**config.mk**
```make
export PLATFORM = sky130hd
export DESIGN_NAME = uart_top
export DESIGN_NICKNAME = d
export VERILOG_FILES = /design/src/design/uart_pkg.sv /design/src/design/uart_top.sv /design/src/design/uart_rx_deserializer.sv /design/src/design/uart_tx_serializer.sv /design/src/design/uart_fifo.sv
export VERILOG_INCLUDE_DIRS = /design/src /design/src/design
export SDC_FILE = /design/constraint.sdc
export NUM_CORES = 1
export LEC_CHECK = 0
export BUFFER_PORTS_ARGS = -buffer_cell sky130_fd_sc_hd__buf_4
export CAP_MARGIN = 20
export CORE_MARGIN = 1
export CORE_UTILIZATION = 65
export CTS_BUF_LIST = sky130_fd_sc_hd__clkbuf_4
export DETAILED_ROUTE_END_ITERATION = 8
export GPL_TIMING_DRIVEN = 0
export HOLD_SLACK_MARGIN = 0.05
export PLACE_DENSITY = 0.89
export SLEW_MARGIN = 20
export SYNTH_ARGS = -nofsm -noshare
export SYNTH_HDL_FRONTEND = slang
export SYNTH_SLANG_ARGS = --single-unit
```
**constraint.sdc**
```tcl
create_clock -name clk_i -period 3.4 [get_ports clk_i]
set_input_delay 0.34 -clock clk_i [delete_from_list [all_inputs] [get_ports clk_i]]
set_output_delay 0.34 -clock clk_i [all_outputs]
set_load 0.005 [all_outputs]
```
**src/design/uart_params.svh**
```systemverilog
// Build-time sizes for the UART; UART_FIFO_DEPTH must be a power of two of at least 2.
`ifndef UART_PARAMS_SVH
`define UART_PARAMS_SVH

// ~~~~~~~~~~~~~~~~~~~~~~~~~~~~~~~~~~~~~~~~~~~~~~~~~~~~~~~~~~~
// frame and queue sizes
// ~~~~~~~~~~~~~~~~~~~~~~~~~~~~~~~~~~~~~~~~~~~~~~~~~~~~~~~~~~~

// data bits per frame, sent LSB first.
`define UART_DATA_BITS 8

// width of the run-time divisor, one bit lasts divisor + 1 clocks.
`define UART_DIV_W 16

// entries in each of the transmit and receive queues.
`define UART_FIFO_DEPTH 16

`endif
```
**src/design/uart_pkg.sv**
```systemverilog
// Payload types shared by the queues and serial stages; the widths come from uart_params.svh.
`include "uart_params.svh"

package uart_pkg;

    // ~~~~~~~~~~~~~~~~~~~~~~~~~~~~~~~~~~~~~~~~~~~~~~~~~~~~~~~~~~~
    // payload types
    // ~~~~~~~~~~~~~~~~~~~~~~~~~~~~~~~~~~~~~~~~~~~~~~~~~~~~~~~~~~~

    // one data byte as it sits in the transmit queue.
    typedef logic [`UART_DATA_BITS-1:0] uart_byte_t;

    // one received frame as it sits in the receive queue.
    typedef struct packed {
        logic       frame_err; // set when the stop bit was sampled low.
        uart_byte_t data;
    } uart_rx_word_t;

    // 9 bits in all, the flag sits above the byte.
    localparam int RX_WORD_W = $bits(uart_rx_word_t);

endpackage

```
**src/design/uart_top.sv**
```systemverilog
// UART with transmit and receive queues; tx_o and rx_i are not joined here, writes while tx_full_o is high are lost.
`timescale 1ns/1ps

`include "uart_params.svh"

module uart_top (
    input  logic                   clk_i,
    input  logic                   rst_i,
    input  logic [`UART_DIV_W-1:0] baud_div_i,
    input  logic                   stall_i,
    input  logic                   wr_en_i,
    input  uart_pkg::uart_byte_t   wr_data_i,
    input  logic                   rd_en_i,
    input  logic                   rx_i,
    output logic                   tx_full_o,
    output logic                   tx_o,
    output uart_pkg::uart_byte_t   rd_data_o,
    output logic                   rd_frame_err_o,
    output logic                   rx_empty_o,
    output logic                   rx_overrun_o
);

    import uart_pkg::*;

    uart_byte_t    tx_head;
    logic          tx_empty;
    logic          tx_pop;
    uart_rx_word_t rx_word;
    uart_rx_word_t rx_head;
    logic          rx_push;
    logic          rx_full;

    // ~~~~~~~~~~~~~~~~~~~~~~~~~~~~~~~~~~~~~~~~~~~~~~~~~~~~~~~~~~~
    // transmit path
    // ~~~~~~~~~~~~~~~~~~~~~~~~~~~~~~~~~~~~~~~~~~~~~~~~~~~~~~~~~~~

    uart_fifo #(
        .DEPTH (`UART_FIFO_DEPTH),
        .T     (uart_byte_t)
    ) u_tx_fifo (
        .clk_i       (clk_i),
        .rst_i       (rst_i),
        .push_i      (wr_en_i),
        .push_data_i (wr_data_i),
        .pop_i       (tx_pop),
        .head_o      (tx_head),
        .full_o      (tx_full_o),
        .empty_o     (tx_empty)
    );

    uart_tx_serializer u_tx_ser (
        .clk_i        (clk_i),
        .rst_i        (rst_i),
        .baud_div_i   (baud_div_i),
        .stall_i      (stall_i),
        .fifo_empty_i (tx_empty),
        .fifo_head_i  (tx_head),
        .fifo_pop_o   (tx_pop),
        .tx_o         (tx_o)
    );

    // ~~~~~~~~~~~~~~~~~~~~~~~~~~~~~~~~~~~~~~~~~~~~~~~~~~~~~~~~~~~
    // receive path
    // ~~~~~~~~~~~~~~~~~~~~~~~~~~~~~~~~~~~~~~~~~~~~~~~~~~~~~~~~~~~

    uart_rx_deserializer u_rx_deser (
        .clk_i       (clk_i),
        .rst_i       (rst_i),
        .baud_div_i  (baud_div_i),
        .rx_i        (rx_i),
        .fifo_full_i (rx_full),
        .fifo_push_o (rx_push),
        .fifo_word_o (rx_word),
        .overrun_o   (rx_overrun_o)
    );

    uart_fifo #(
        .DEPTH (`UART_FIFO_DEPTH),
        .T     (uart_rx_word_t)
    ) u_rx_fifo (
        .clk_i       (clk_i),
        .rst_i       (rst_i),
        .push_i      (rx_push),
        .push_data_i (rx_word),
        .pop_i       (rd_en_i),
        .head_o      (rx_head),
        .full_o      (rx_full),
        .empty_o     (rx_empty_o)
    );

    assign rd_data_o      = rx_head.data;
    assign rd_frame_err_o = rx_head.frame_err;

endmodule

```
**src/design/uart_rx_deserializer.sv**
```systemverilog
// Receives 8N1 frames without oversampling; one sample per bit at mid-period, a word is lost when the queue is full.
`timescale 1ns/1ps

`include "uart_params.svh"

module uart_rx_deserializer (
    input  logic                    clk_i,
    input  logic                    rst_i,
    input  logic [`UART_DIV_W-1:0]  baud_div_i,
    input  logic                    rx_i,
    input  logic                    fifo_full_i,
    output logic                    fifo_push_o,
    output uart_pkg::uart_rx_word_t fifo_word_o,
    output logic                    overrun_o
);

    import uart_pkg::*;

    localparam int IW = $clog2(`UART_DATA_BITS);
    localparam logic [IW-1:0] last_idx = IW'(`UART_DATA_BITS - 1);

    typedef enum logic [1:0] {
        s_idle,
        s_start,
        s_data,
        s_stop
    } state_t;

    state_t                 state_q;
    logic                   rx_meta;
    logic                   rx_sync;
    logic                   rx_prev;
    logic                   fall;
    logic [`UART_DIV_W-1:0] bit_cnt;
    logic                   half_hit;
    logic                   full_hit;
    logic [IW-1:0]          bit_idx;
    uart_byte_t             shift_q;
    logic                   stop_done;

    // ~~~~~~~~~~~~~~~~~~~~~~~~~~~~~~~~~~~~~~~~~~~~~~~~~~~~~~~~~~~
    // line synchronizer and edge detect
    // ~~~~~~~~~~~~~~~~~~~~~~~~~~~~~~~~~~~~~~~~~~~~~~~~~~~~~~~~~~~

    always_ff @(posedge clk_i) begin
        if (rst_i) begin
            rx_meta <= 1'b1; // the idle line is high.
            rx_sync <= 1'b1;
            rx_prev <= 1'b1;
        end else begin
            rx_meta <= rx_i;
            rx_sync <= rx_meta;
            rx_prev <= rx_sync;
        end
    end

    assign fall     = rx_prev && !rx_sync;
    assign half_hit = (bit_cnt >= (baud_div_i >> 1));
    assign full_hit = (bit_cnt >= baud_div_i);

    // ~~~~~~~~~~~~~~~~~~~~~~~~~~~~~~~~~~~~~~~~~~~~~~~~~~~~~~~~~~~
    // frame FSM
    // ~~~~~~~~~~~~~~~~~~~~~~~~~~~~~~~~~~~~~~~~~~~~~~~~~~~~~~~~~~~

    always_ff @(posedge clk_i) begin
        if (rst_i) begin
            state_q <= s_idle;
            bit_cnt <= '0;
            bit_idx <= '0;
        end else begin
            bit_cnt <= bit_cnt + 1'b1;
            case (state_q)
                s_idle: begin
                    bit_cnt <= '0;
                    if (fall) begin
                        state_q <= s_start; // counts to the middle of the start bit.
                    end
                end
                s_start: begin
                    if (half_hit) begin
                        bit_cnt <= '0;
                        bit_idx <= '0;
                        state_q <= rx_sync ? s_idle : s_data; // high here means a glitch.
                    end
                end
                s_data: begin
                    if (full_hit) begin
                        bit_cnt <= '0;
                        bit_idx <= bit_idx + 1'b1;
                        if (bit_idx == last_idx) begin
                            state_q <= s_stop;
                        end
                    end
                end
                default: begin
                    if (full_hit) begin
                        state_q <= s_idle;
                    end
                end
            endcase
        end
    end

    // bits arrive LSB first, so each one enters at the top and moves down.
    always_ff @(posedge clk_i) begin
        if (state_q == s_data && full_hit) begin
            shift_q <= {rx_sync, shift_q[`UART_DATA_BITS-1:1]};
        end
    end

    assign stop_done = (state_q == s_stop) && full_hit;

    assign fifo_word_o.frame_err = !rx_sync; // the stop sample must be high.
    assign fifo_word_o.data      = shift_q;
    assign fifo_push_o           = stop_done && !fifo_full_i;
    assign overrun_o             = stop_done && fifo_full_i;

endmodule

```
**src/design/uart_tx_serializer.sv**
```systemverilog
// Sends 8N1 frames from the queue head; stall_i is seen only between frames, the byte retires after its stop bit.
`timescale 1ns/1ps

`include "uart_params.svh"

module uart_tx_serializer (
    input  logic                   clk_i,
    input  logic                   rst_i,
    input  logic [`UART_DIV_W-1:0] baud_div_i,
    input  logic                   stall_i,
    input  logic                   fifo_empty_i,
    input  uart_pkg::uart_byte_t   fifo_head_i,
    output logic                   fifo_pop_o,
    output logic                   tx_o
);

    localparam int IW = $clog2(`UART_DATA_BITS);
    localparam logic [IW-1:0] last_idx = IW'(`UART_DATA_BITS - 1);

    typedef enum logic [1:0] {
        s_idle,
        s_start,
        s_data,
        s_stop
    } state_t;

    state_t                 state_q;
    logic [IW-1:0]          bit_idx;
    logic [`UART_DIV_W-1:0] bit_cnt;
    logic                   bit_tick;

    // ~~~~~~~~~~~~~~~~~~~~~~~~~~~~~~~~~~~~~~~~~~~~~~~~~~~~~~~~~~~
    // bit timing
    // ~~~~~~~~~~~~~~~~~~~~~~~~~~~~~~~~~~~~~~~~~~~~~~~~~~~~~~~~~~~

    // the compare is >= so a divisor lowered mid-count still wraps.
    assign bit_tick = (bit_cnt >= baud_div_i);

    always_ff @(posedge clk_i) begin
        if (rst_i || bit_tick) begin
            bit_cnt <= '0;
        end else begin
            bit_cnt <= bit_cnt + 1'b1;
        end
    end

    // ~~~~~~~~~~~~~~~~~~~~~~~~~~~~~~~~~~~~~~~~~~~~~~~~~~~~~~~~~~~
    // frame FSM
    // ~~~~~~~~~~~~~~~~~~~~~~~~~~~~~~~~~~~~~~~~~~~~~~~~~~~~~~~~~~~

    assign fifo_pop_o = (state_q == s_stop) && bit_tick; // the byte leaves as the line goes idle.

    always_ff @(posedge clk_i) begin
        if (rst_i) begin
            state_q <= s_idle;
            bit_idx <= '0;
            tx_o    <= 1'b1;
        end else if (bit_tick) begin
            case (state_q)
                s_idle: begin
                    if (!fifo_empty_i && !stall_i) begin
                        state_q <= s_start;
                        tx_o    <= 1'b0;
                    end
                end
                s_start: begin
                    state_q <= s_data;
                    bit_idx <= '0;
                    tx_o    <= fifo_head_i[0];
                end
                s_data: begin
                    if (bit_idx == last_idx) begin
                        state_q <= s_stop;
                        tx_o    <= 1'b1;
                    end else begin
                        bit_idx <= bit_idx + 1'b1;
                        tx_o    <= fifo_head_i[bit_idx + 1'b1];
                    end
                end
                default: begin
                    state_q <= s_idle; // end of the stop bit.
                    tx_o    <= 1'b1;
                end
            endcase
        end
    end

    a_pop_ends_frame: assert property (@(posedge clk_i) disable iff (rst_i)
        fifo_pop_o |-> !fifo_empty_i ##1 (state_q == s_idle));

    a_idle_high: assert property (@(posedge clk_i) disable iff (rst_i)
        (state_q == s_idle) |-> tx_o);

endmodule

```
**src/design/uart_fifo.sv**
```systemverilog
// Synchronous FIFO with no bypass; a push when full and a pop when empty are dropped.
`timescale 1ns/1ps

`include "uart_params.svh"

module uart_fifo #(
    parameter int  DEPTH = `UART_FIFO_DEPTH,
    parameter type T     = uart_pkg::uart_byte_t
) (
    input  logic clk_i,
    input  logic rst_i,
    input  logic push_i,
    input  T     push_data_i,
    input  logic pop_i,
    output T     head_o,
    output logic full_o,
    output logic empty_o
);

    localparam int AW = $clog2(DEPTH);

    T            mem [DEPTH];
    logic [AW:0] wr_ptr;
    logic [AW:0] rd_ptr;
    logic        do_push;
    logic        do_pop;

    // the extra top bit tells a full buffer from an empty one.
    assign empty_o = (wr_ptr == rd_ptr);
    assign full_o  = (wr_ptr[AW] != rd_ptr[AW]) && (wr_ptr[AW-1:0] == rd_ptr[AW-1:0]);

    assign do_push = push_i && !full_o;
    assign do_pop  = pop_i && !empty_o;

    assign head_o = mem[rd_ptr[AW-1:0]]; // head is valid whenever empty_o is low.

    always_ff @(posedge clk_i) begin
        if (rst_i) begin
            wr_ptr <= '0;
            rd_ptr <= '0;
        end else begin
            if (do_push) begin
                wr_ptr <= wr_ptr + 1'b1;
            end
            if (do_pop) begin
                rd_ptr <= rd_ptr + 1'b1;
            end
        end
    end

    always_ff @(posedge clk_i) begin
        if (do_push) begin
            mem[wr_ptr[AW-1:0]] <= push_data_i;
        end
    end

    // ~~~~~~~~~~~~~~~~~~~~~~~~~~~~~~~~~~~~~~~~~~~~~~~~~~~~~~~~~~~
    // checks
    // ~~~~~~~~~~~~~~~~~~~~~~~~~~~~~~~~~~~~~~~~~~~~~~~~~~~~~~~~~~~

    a_occupancy: assert property (@(posedge clk_i) disable iff (rst_i)
        (AW + 1)'(wr_ptr - rd_ptr) <= DEPTH);

endmodule

```
**After elaboration in Yosys (flattened, before gate mapping)**

Memory sizes are Yosys's and may differ from the RTL's. A register that Yosys moved wholly into a read port is not among the register bits.
Index checks and enable logic that the tools add are counted.

- Add/subtract/negate cells: 8
- Multipliers: 0
- Div/mod/pow operators: 0
- Magnitude comparators: 4
- Equality and inequality tests: 21
- Shift-type cells: 0
- Multiplexer cells: 31
- Bitwise logic cells: 0
- Reductions and logical operators: 30

Operators by type and width:

| kind | number |
|---|---|
| $pmux 16 s3 | 1 |
| $add 16x1->16 const B | 2 |
| $ge 16x16->1 | 2 |
| $mux 16 | 2 |
| $add 5x1->5 const B | 4 |
| $ge 16x15->1 | 1 |
| $mux 2 | 8 |
| $mux 4 | 4 |
| $logic_and 1x1->1 | 13 |
| $ne 2x1->1 const B | 6 |
| $pmux 2 s3 | 2 |
| $pmux 3 s2 | 2 |
| $eq 5x5->1 | 2 |
| $mux 3 | 3 |
| $reduce_and 3->1 | 3 |
| $eq 2x2->1 const B | 4 |
| $eq 4x4->1 | 2 |
| $mux 1 | 7 |
| $add 3x1->3 const B | 2 |
| $eq 3x3->1 const B | 2 |
| $logic_not 1->1 | 6 |
| $reduce_and 5->1 | 1 |
| $eq 2x1->1 const B | 2 |
| $logic_not 2->1 | 2 |
| 9 further kinds | 11 |

- Register bits: 74
- Bits in latches: 0
- Bits in writable memories: 272
- ROM bits: 0
- Input bits: 30
- Output and inout bits: 13
- Memories: 2

Memories:

| name | depth | bits a word | read ports | clocked after Yosys merged registers in | write ports | line | RTL |
|---|---|---|---|---|---|---|---|
| u_rx_fifo.mem | 16 | 9 | 1 | 1 | 1 | uart_fifo.sv:22 | `T mem [DEPTH];` |
| u_tx_fifo.mem | 16 | 8 | 1 | 1 | 1 | uart_fifo.sv:22 |  |

**Longest topological paths before layout**

Gate-level depths: netlist of run 1.

- Word-level depth: 7
- Gate-level depth with buffers: 10
- Mapped depth without buffers: 9

**Hierarchy**

A second synthesis of run 1 with hierarchy kept.

- Cells, all modules: 969
- Area, all modules: 15849.0 um^2

Modules (own cells, without submodules):

| module | instances | cells an instance | area each (um^2) | sequential area each (um^2) |
|---|---|---|---|---|
| uart_fifo at u_rx_fifo | 1 | 301 | 6429.9 | 4604.4 |
| uart_fifo at u_tx_fifo | 1 | 283 | 5829.3 | 4124.0 |
| uart_rx_deserializer | 1 | 212 | 2068.2 | 720.7 |
| uart_tx_serializer | 1 | 173 | 1521.5 | 440.4 |

**Worst setup path after synthesis of run 1**

No wires, ideal clock.

- Path kind: in2reg
- Start: in baud_div_i[9]
- End: mem u_rx_fifo.mem[3][0] (netlist bit) (enable)
- Data arrival time: 2462 ps
- Setup slack: 551 ps
- Stages: 10
- Path buffers: 1
- Path through: inv_1 > ha_1 > a21oi_1 > o21ai_0 > a221oi_1 > o22ai_1 > and3_1 > clkbuf_1 > nand2_1 > nor3_1

- Cells in the longest elaborated chain, start to end: 6

Ends and longest elaborated chain:

| what | line | RTL |
|---|---|---|
| from (decl) | uart_top.sv:9 | `` input logic [`UART_DIV_W-1:0] baud_div_i, `` |
| $ge 16x16->1 | uart_rx_deserializer.sv:59 | `assign full_hit = (bit_cnt >= baud_div_i);` |
| $logic_and 1x1->1 | uart_rx_deserializer.sv:111 | `assign stop_done = (state_q == s_stop) && full_hit;` |
| $logic_and 1x1->1 | uart_rx_deserializer.sv:115 | `assign fifo_push_o = stop_done && !fifo_full_i;` |
| $logic_and 1x1->1 | uart_fifo.sv:32 | `assign do_push = push_i && !full_o;` |
| $mux 1 | uart_fifo.sv:52 | `if (do_push) begin` |
| $mux 1 (implied by the code) | uart_fifo.sv:53 | `mem[wr_ptr[AW-1:0]] <= push_data_i;` |
| to (decl) | uart_fifo.sv:22 |  |

Every way passes these cells.

==> results of run 1 <==
[cell families (layout without fill, tap and decap cells)]
family | Yosys count | count (layout) | share of synthesized area
XOR/XNOR | 50 | 50 | 0.0289
multiplexers | 97 | 97 | 0.130
other | 0 | 1 | 0
AND/OR/NAND/NOR | 232 | 232 | 0.0745
buffers and inverters | 77 | 291 | 0.0207
AO/OA/AOI/OAI | 80 | 80 | 0.0349
flip-flops | 354 | 354 | 0.652
adder cells (fa/ha/maj) | 72 | 72 | 0.0594
[placed cells by master (no fill, tap or decap), drive strengths merged, types with 16 or more instances in the layout]
| master | count |
|---|---|
| a21oi | 22 |
| and3 | 31 |
| buf | 56 |
| clkbuf | 155 |
| clkinv | 25 |
| dfxtp | 74 |
| edfxtp | 280 |
| ha | 72 |
| inv | 41 |
| mux4 | 78 |
| nand2 | 32 |
| nand3 | 20 |
| nor2 | 88 |
| o21ai | 16 |
| xnor2 | 19 |
| xor2 | 31 |
[state kept, by name, summed over array words and instances, names as in the netlist, named ones only]
name                count
u_tx_ser.tx_o           1
u_tx_fifo.wr_ptr        5
u_rx_fifo.rd_ptr        5
u_rx_deser.rx_prev      1
u_tx_fifo.rd_ptr        5
u_tx_ser.state_q        2
u_rx_deser.state_q      2
u_tx_fifo.mem         128
u_rx_fifo.mem         144
u_rx_deser.bit_cnt     16
u_rx_deser.shift_q      8
u_rx_deser.rx_sync      1
u_rx_deser.rx_meta      1
u_rx_fifo.wr_ptr        5
u_tx_ser.bit_idx        3
u_rx_deser.bit_idx      3
u_tx_ser.bit_cnt       16
[worst max path at each step]
stage	depth (start not counted)	slack, ns	endpoint
3_5_place_dp	11	-0.05	u_rx_fifo.mem[1][1]$_DFFE_PP_
2_1_floorplan	10	0.55	u_rx_fifo.mem[3][0]$_DFFE_PP_
6_report	4	0.14	rd_data_o[1]
4_1_cts	9	0.009	rx_overrun_o
3_3_place_gp	11	-0.51	u_rx_fifo.mem[3][2]$_DFFE_PP_
5_1_grt	4	0.02	rd_data_o[1]
[per-layer routing]
layer | part of all wire | vias to the layer above
met3 | 0.066 | 78
met2 | 0.51 | 354
met1 | 0.40 | 4416
li1 | - | 4043
met4 | 0.032 | 0
met5 | 0 | -
[stage by stage]
step | util | hold WS [ns] | instances | power (mW)
CTS | 0.754 | 0.162 | 1489 | 8.56
finish | 0.755 | 0.195 | 1490 | 8.51
floorplan | - | 0.389 | 962 | 4.94
global placement | 0.697 | 0.398 | 1317 | 5.03
detailed placement | 0.699 | 0.401 | 1319 | 5.05
global route | 0.755 | 0.193 | 1490 | 8.82
[what timing repair did]
| item | 4_1_cts | 5_1_grt |
|---|---|---|
| resized for setup | 12 | 9 |
| endpoints found under the hold margin | 130 | 0 |
| cloned | 0 | 0 |
| endpoints found under the setup margin | 55 | 103 |
| hold buffers | 10 | 0 |
[worst max-delay path: cells and delay by family (launching register included)]
kind,cells,cell delay [ns]
buffers and inverters,2,0.55
DFF,1,0.50
muxes,2,1.14
[cell type report]
cell class              instances  area (um2)
diodes                          1        2.50
inverters                      40         150
clock buffers                 131         983
clock inverters                30         168
plain buffers                  36         168
fillers                      1318        5570
well taps                     313         392
repair buffers                 54         430
flip-flops and latches        354        9890
multi-input cells             531        5020
[power breakdown]
group / internal [mW] / switching (mW) / total (mW)
sequential: 4.67 / 0.0222 / 4.69
clock: 1.86 / 1.68 / 3.53
combinational: 0.108 / 0.177 / 0.285
==> flow_summary.yaml, run 1 <==
grt:
  grt_pass1_wl_mm: 48.1
  pin_count_of_the_biggest_net_entering_global_routing: 18
  grt_antenna_before_repair: 1
  global_route.peak_usage_layer: "met2"
  use_met1: 0.345
  grt_use_total: 0.272
  globalRouteOverflowTotal: 0
  number_of_global_route_vias_before_repair: 9098
  grt.met2_usage: 0.463
  grt_util_met3: 0.0490
hold_path:
  hold_path.class: "input port to register"
  min-delay-start: "stall_i"
  whs_path_depth: 6
  worst_hold_path.endpoint: "u_tx_ser.state_q[0]$_SDFFE_PP0P_"
worst_setup_path:
  cpPeakStageDelay_ns: 0.64
  criticalPathCategory: "register to output pin"
  r2r_cells: 10
  worstPathCellList: "buf_2 > mux4_2 > mux4_2 > buf_4"
  worst-path-max-fanout: 10
  crit_path_frequent_cell: "mux4_2"
  rr_startpoint: "u_rx_deser.bit_cnt[0]$_SDFF_PP0_"
  timing.critical_path.slowest_stage_cell: "mux4_2"
  startpoint_type: "register"
  data_arrival_time_of_the_worst_path_ns: 2.92
  worst-r2r-setup-slack_ns: 0.20
  type_of_element_capturing_the_critical_path: "output pin"
  worstPathRequired_ns: 3.06
  timing.rr.end: "u_rx_fifo.mem[7][1]$_DFFE_PP_"
timing:
  final_hold_viol_count: 0
  max_slew.worst_pin.slew_ns: 1.12
  fraction_of_the_cycle_the_final_worst_path_needs: 0.958
  setup_viol: 0
  max_freq_ghz: 0.307
  period_minus_slack_ns: 3.26
  slew-limit-headroom: 0.249
  fin_worst_skew_ns: 0.0608
  finalMaxSlewViolations: 0
  fin_setup_tns_ns: 0
  unrepaired_setup_endpoints_after_global_routing: "no"
  finalWorstSetupSlack_ns: 0.142
clocking:
  ctsHtreeMaxLevel: 3
  tritoncts: "built"
  clk_root_buffer_cell: "clkbuf_4"
  clkSlewWorstSetupHoldPaths_ns: 0.07
  clk-insertion-delay-late_ns: 0.74
  clock-sinks: 354
  cts_buffers: 86
  clock_path_buffers: 3
  post-cts-setup-buffers: 0
power:
  power.leakage_nw: 6.23
  vdd_ir_drop_max_v: 0.000471
  power-per-cell-area_nw_per_um2: 494
floorplan:
  io_pins: 43
  initial_utilization: 0.666
  chipWidth_um: 155
  die_area_um2: 24000
  core_region_area_um2: 22800
  chipHeight_um: 155
  row_count: 55
place:
  placed_cell_area_um2: 15900
  port-buffer-count: 42
  gpl.final_weighted_congestion: 0.786
  post-dp-hpwl_mm: 20.5
  placement.setup.worst_slack_ns: -0.0487
logic_synthesis:
  synthesis.instances: 962
  top_cell_type_s_share_of_synthesized_area: 0.554
  post-synth-top-count-cell: "edfxtp_1"
  synth-edff-count: 280
  post_synth_most_frequent_cells: "edfxtp_1 (280), nor2_1 (88), dfxtp_1 (74), mux4_2 (73), ha_1 (72)"
  postSynthAreaPerCell_um2: 15.8
  postSynthNetCount: 1064
  synthTopCellsByArea: "edfxtp_1 (55%), mux4_2 (11%), dfxtp_1 (9.8%), ha_1 (5.9%), nor2_1 (2.2%)"
  ys_seq_elements: 354
  synth.yosys.seq_area_share: 0.652
  synth_top_flop_cell: "edfxtp_1"
  yosys.cell_types.count: 51
  synth.yosys.warnings: 0
  async_reset_ff_frac: 0
  synth.cell_area_um2: 15200
  yosys.area.top_type: "edfxtp_1"
final_layout:
  flow.area_growth_from_synthesis_pct: 13.4
  postLayoutCellArea_um2: 17200
  post_route_cells_drive_above_1_share: 0.259
  finalNetCount: 1205
detailed_routing:
  finalWirelength_mm: 31.3
  ant_nets: 0
  detail_route.wl_per_cell_um: 21.0
  via_per_inst: 5.97
  remaining_drc_errors: 0
  drt_first_pass_iters: 5
  number_of_violations_reported_at_the_end_of_detailed_routing_iteration_0: 731
  detailroute.via_count: 8891
run_status:
  status: "completed"
job:
  timing.max_cap.violations: 0
No activity file was read; power rests on OpenSTA's default activity.
==> run 2: changes to the inputs <==
--- a/config.mk
+++ b/config.mk
@@ -12,7 +12,6 @@
 export CORE_UTILIZATION = 65
 export CTS_BUF_LIST = sky130_fd_sc_hd__clkbuf_4
 export DETAILED_ROUTE_END_ITERATION = 8
-export GPL_TIMING_DRIVEN = 0
 export HOLD_SLACK_MARGIN = 0.05
 export PLACE_DENSITY = 0.89
 export SLEW_MARGIN = 20
==> flow_summary.yaml, run 2 (same netlist as run 1, synthesis figures left out) <==
clocking:
  ctsHtreeMaxLevel: 3
  clk-insertion-delay-late_ns: 0.73
  clock-sinks: 354
  clock_path_buffers: 3
  tritoncts: "built"
  cts_buffers: 85
  clk_root_buffer_cell: "clkbuf_4"
  clkSlewWorstSetupHoldPaths_ns: 0.07
  post-cts-setup-buffers: 0
timing:
  setup_viol: 0
  fraction_of_the_cycle_the_final_worst_path_needs: 0.942
  max_freq_ghz: 0.312
  fin_worst_skew_ns: 0.0641
  finalWorstSetupSlack_ns: 0.198
  finalMaxSlewViolations: 0
  max_slew.worst_pin.slew_ns: 0.910
  hold_ws_ns: 0.175
  unrepaired_setup_endpoints_after_global_routing: "no"
  slew-limit-headroom: 0.391
  fin_setup_tns_ns: 0
  final_hold_viol_count: 0
  period_minus_slack_ns: 3.20
grt:
  globalRouteOverflowTotal: 0
  grt_pass1_wl_mm: 48.3
  number_of_global_route_vias_before_repair: 8959
  pin_count_of_the_biggest_net_entering_global_routing: 44
  grt_use_total: 0.272
  grt_antenna_before_repair: 2
worst_setup_path:
  type_of_element_capturing_the_critical_path: "output pin"
  cpPeakStageDelay_ns: 0.42
  data_arrival_time_of_the_worst_path_ns: 2.86
  worst-path-max-fanout: 5
  startpoint_type: "register"
  criticalPathCategory: "register to output pin"
  worstPathRequired_ns: 3.06
  timing.critical_path.slowest_stage_cell: "a2111o_1"
  crit_path_frequent_cell: "buf_4"
  worstPathCellList: "inv_1 > ha_1 > nand2b_1 > a2111o_1 > a311oi_2 > o22ai_1 > buf_4 > nand2_1 > nor2_1 > buf_4"
power:
  clock_share_of_power: 0.417
  switchingPower_mw: 1.84
  internal-power_mw: 6.69
  vdd_ir_drop_max_v: 0.000340
  share_comb_of_total_power: 0.033
  power.share.switching: 0.216
  finalPower_mw: 8.53
  power-per-cell-area_nw_per_um2: 496
  power.leakage_nw: 6.24
  seq_power_share: 0.550
detailed_routing:
  detailroute.via_count: 8832
  finalWirelength_mm: 30.9
  detail_route.wl_per_cell_um: 21.0
  remaining_drc_errors: 0
  via_per_inst: 6.00
  drt_first_pass_iters: 5
  number_of_violations_reported_at_the_end_of_detailed_routing_iteration_0: 693
  ant_nets: 0
floorplan:
  io_pins: 43
  chipWidth_um: 155
  row_count: 55
  core_region_area_um2: 22800
  initial_utilization: 0.666
  die_area_um2: 24000
  chipHeight_um: 155
place:
  port-buffer-count: 42
  placed_cell_area_um2: 15900
  post-dp-hpwl_mm: 20.6
  placed_cells: 1305
  placement.setup.worst_slack_ns: 0.385
  gpl.final_weighted_congestion: 0.903
final_layout:
  flow.area_growth_from_synthesis_pct: 13.2
  post_route_cells_drive_above_1_share: 0.253
  largest_register_ff_count: 144
  final_standard_cell_count_with_taps_included_and_fillers_excluded: 1471
  finalNetCount: 1191
  layout_commonest_cell: "edfxtp_1"
  final_cell_mix: "edfxtp_1 (280), clkbuf_4 (123), nor2_1 (88)"
  postLayoutCoreUtil: 0.754
  postLayoutCellArea_um2: 17200
hold_path:
  hold_path.class: "input port to register"
run_status:
  status: "completed"
job:
  timing.max_cap.violations: 0
==> run 2: what timing repair did <==
item / 4_1_cts / 5_1_grt
endpoints found under the hold margin: 130 / 0
endpoints found under the setup margin: 0 / 1
resized for setup: 0 / 1
hold buffers: 10 / 0
==> run 2: power by group through the flow <==
stage	clock network, mW	logic [mW]	registers (mW)
after floorplan	0	0.164	4.78
after global placement	0	0.260	4.78
after detailed placement	0	0.272	4.78
after CTS	3.63	0.283	4.69
after global routing	3.83	0.319	4.69
final	3.56	0.284	4.69
==> run 2: final timing paths <==
kind | endpoint | startpoint | slack, ns | cells after the start
setup reg to reg | u_rx_fifo.mem[12][6]$_DFFE_PP_ | u_rx_deser.bit_cnt[0]$_SDFF_PP0_ | 0.49 | 9
hold / removal | u_tx_ser.tx_o$_SDFFE_PP1P_ | stall_i | 0.17 | 5
hold reg to reg | u_rx_deser.rx_sync$_SDFF_PP1_ | u_rx_deser.rx_meta$_SDFF_PP1_ | 0.39 | 1
setup / recovery | rx_overrun_o | u_rx_deser.bit_cnt[0]$_SDFF_PP0_ | 0.20 | 10
==> run 2: layout make-up <==
cell class / instances / area, um2
sequential: 354 / 9890
fill: 1287 / 5600
multi-input combinational: 531 / 4980
clock buffer: 123 / 923
timing repair buffer: 77 / 616
tap: 313 / 392
clock inverter: 32 / 225
inverter: 40 / 150
antenna: 1 / 2.50
==> run 2: worst max-delay path: cells and delay by family (launching register included) <==
family / cells / cell delay (ns)
compound gates: 3 / 0.88
fa+ha+maj: 1 / 0.26
buf+inv: 3 / 0.41
flops: 1 / 0.39
simple gates: 3 / 0.26
==> run 2: layer usage <==
layer	vias up	share of wire	global-route usage
li1	4014	-	-
met3	77	0.071	0.0527
met1	4357	0.40	0.350
met2	382	0.51	0.460
met4	2	0.025	0.107
met5	-	0.00042	0
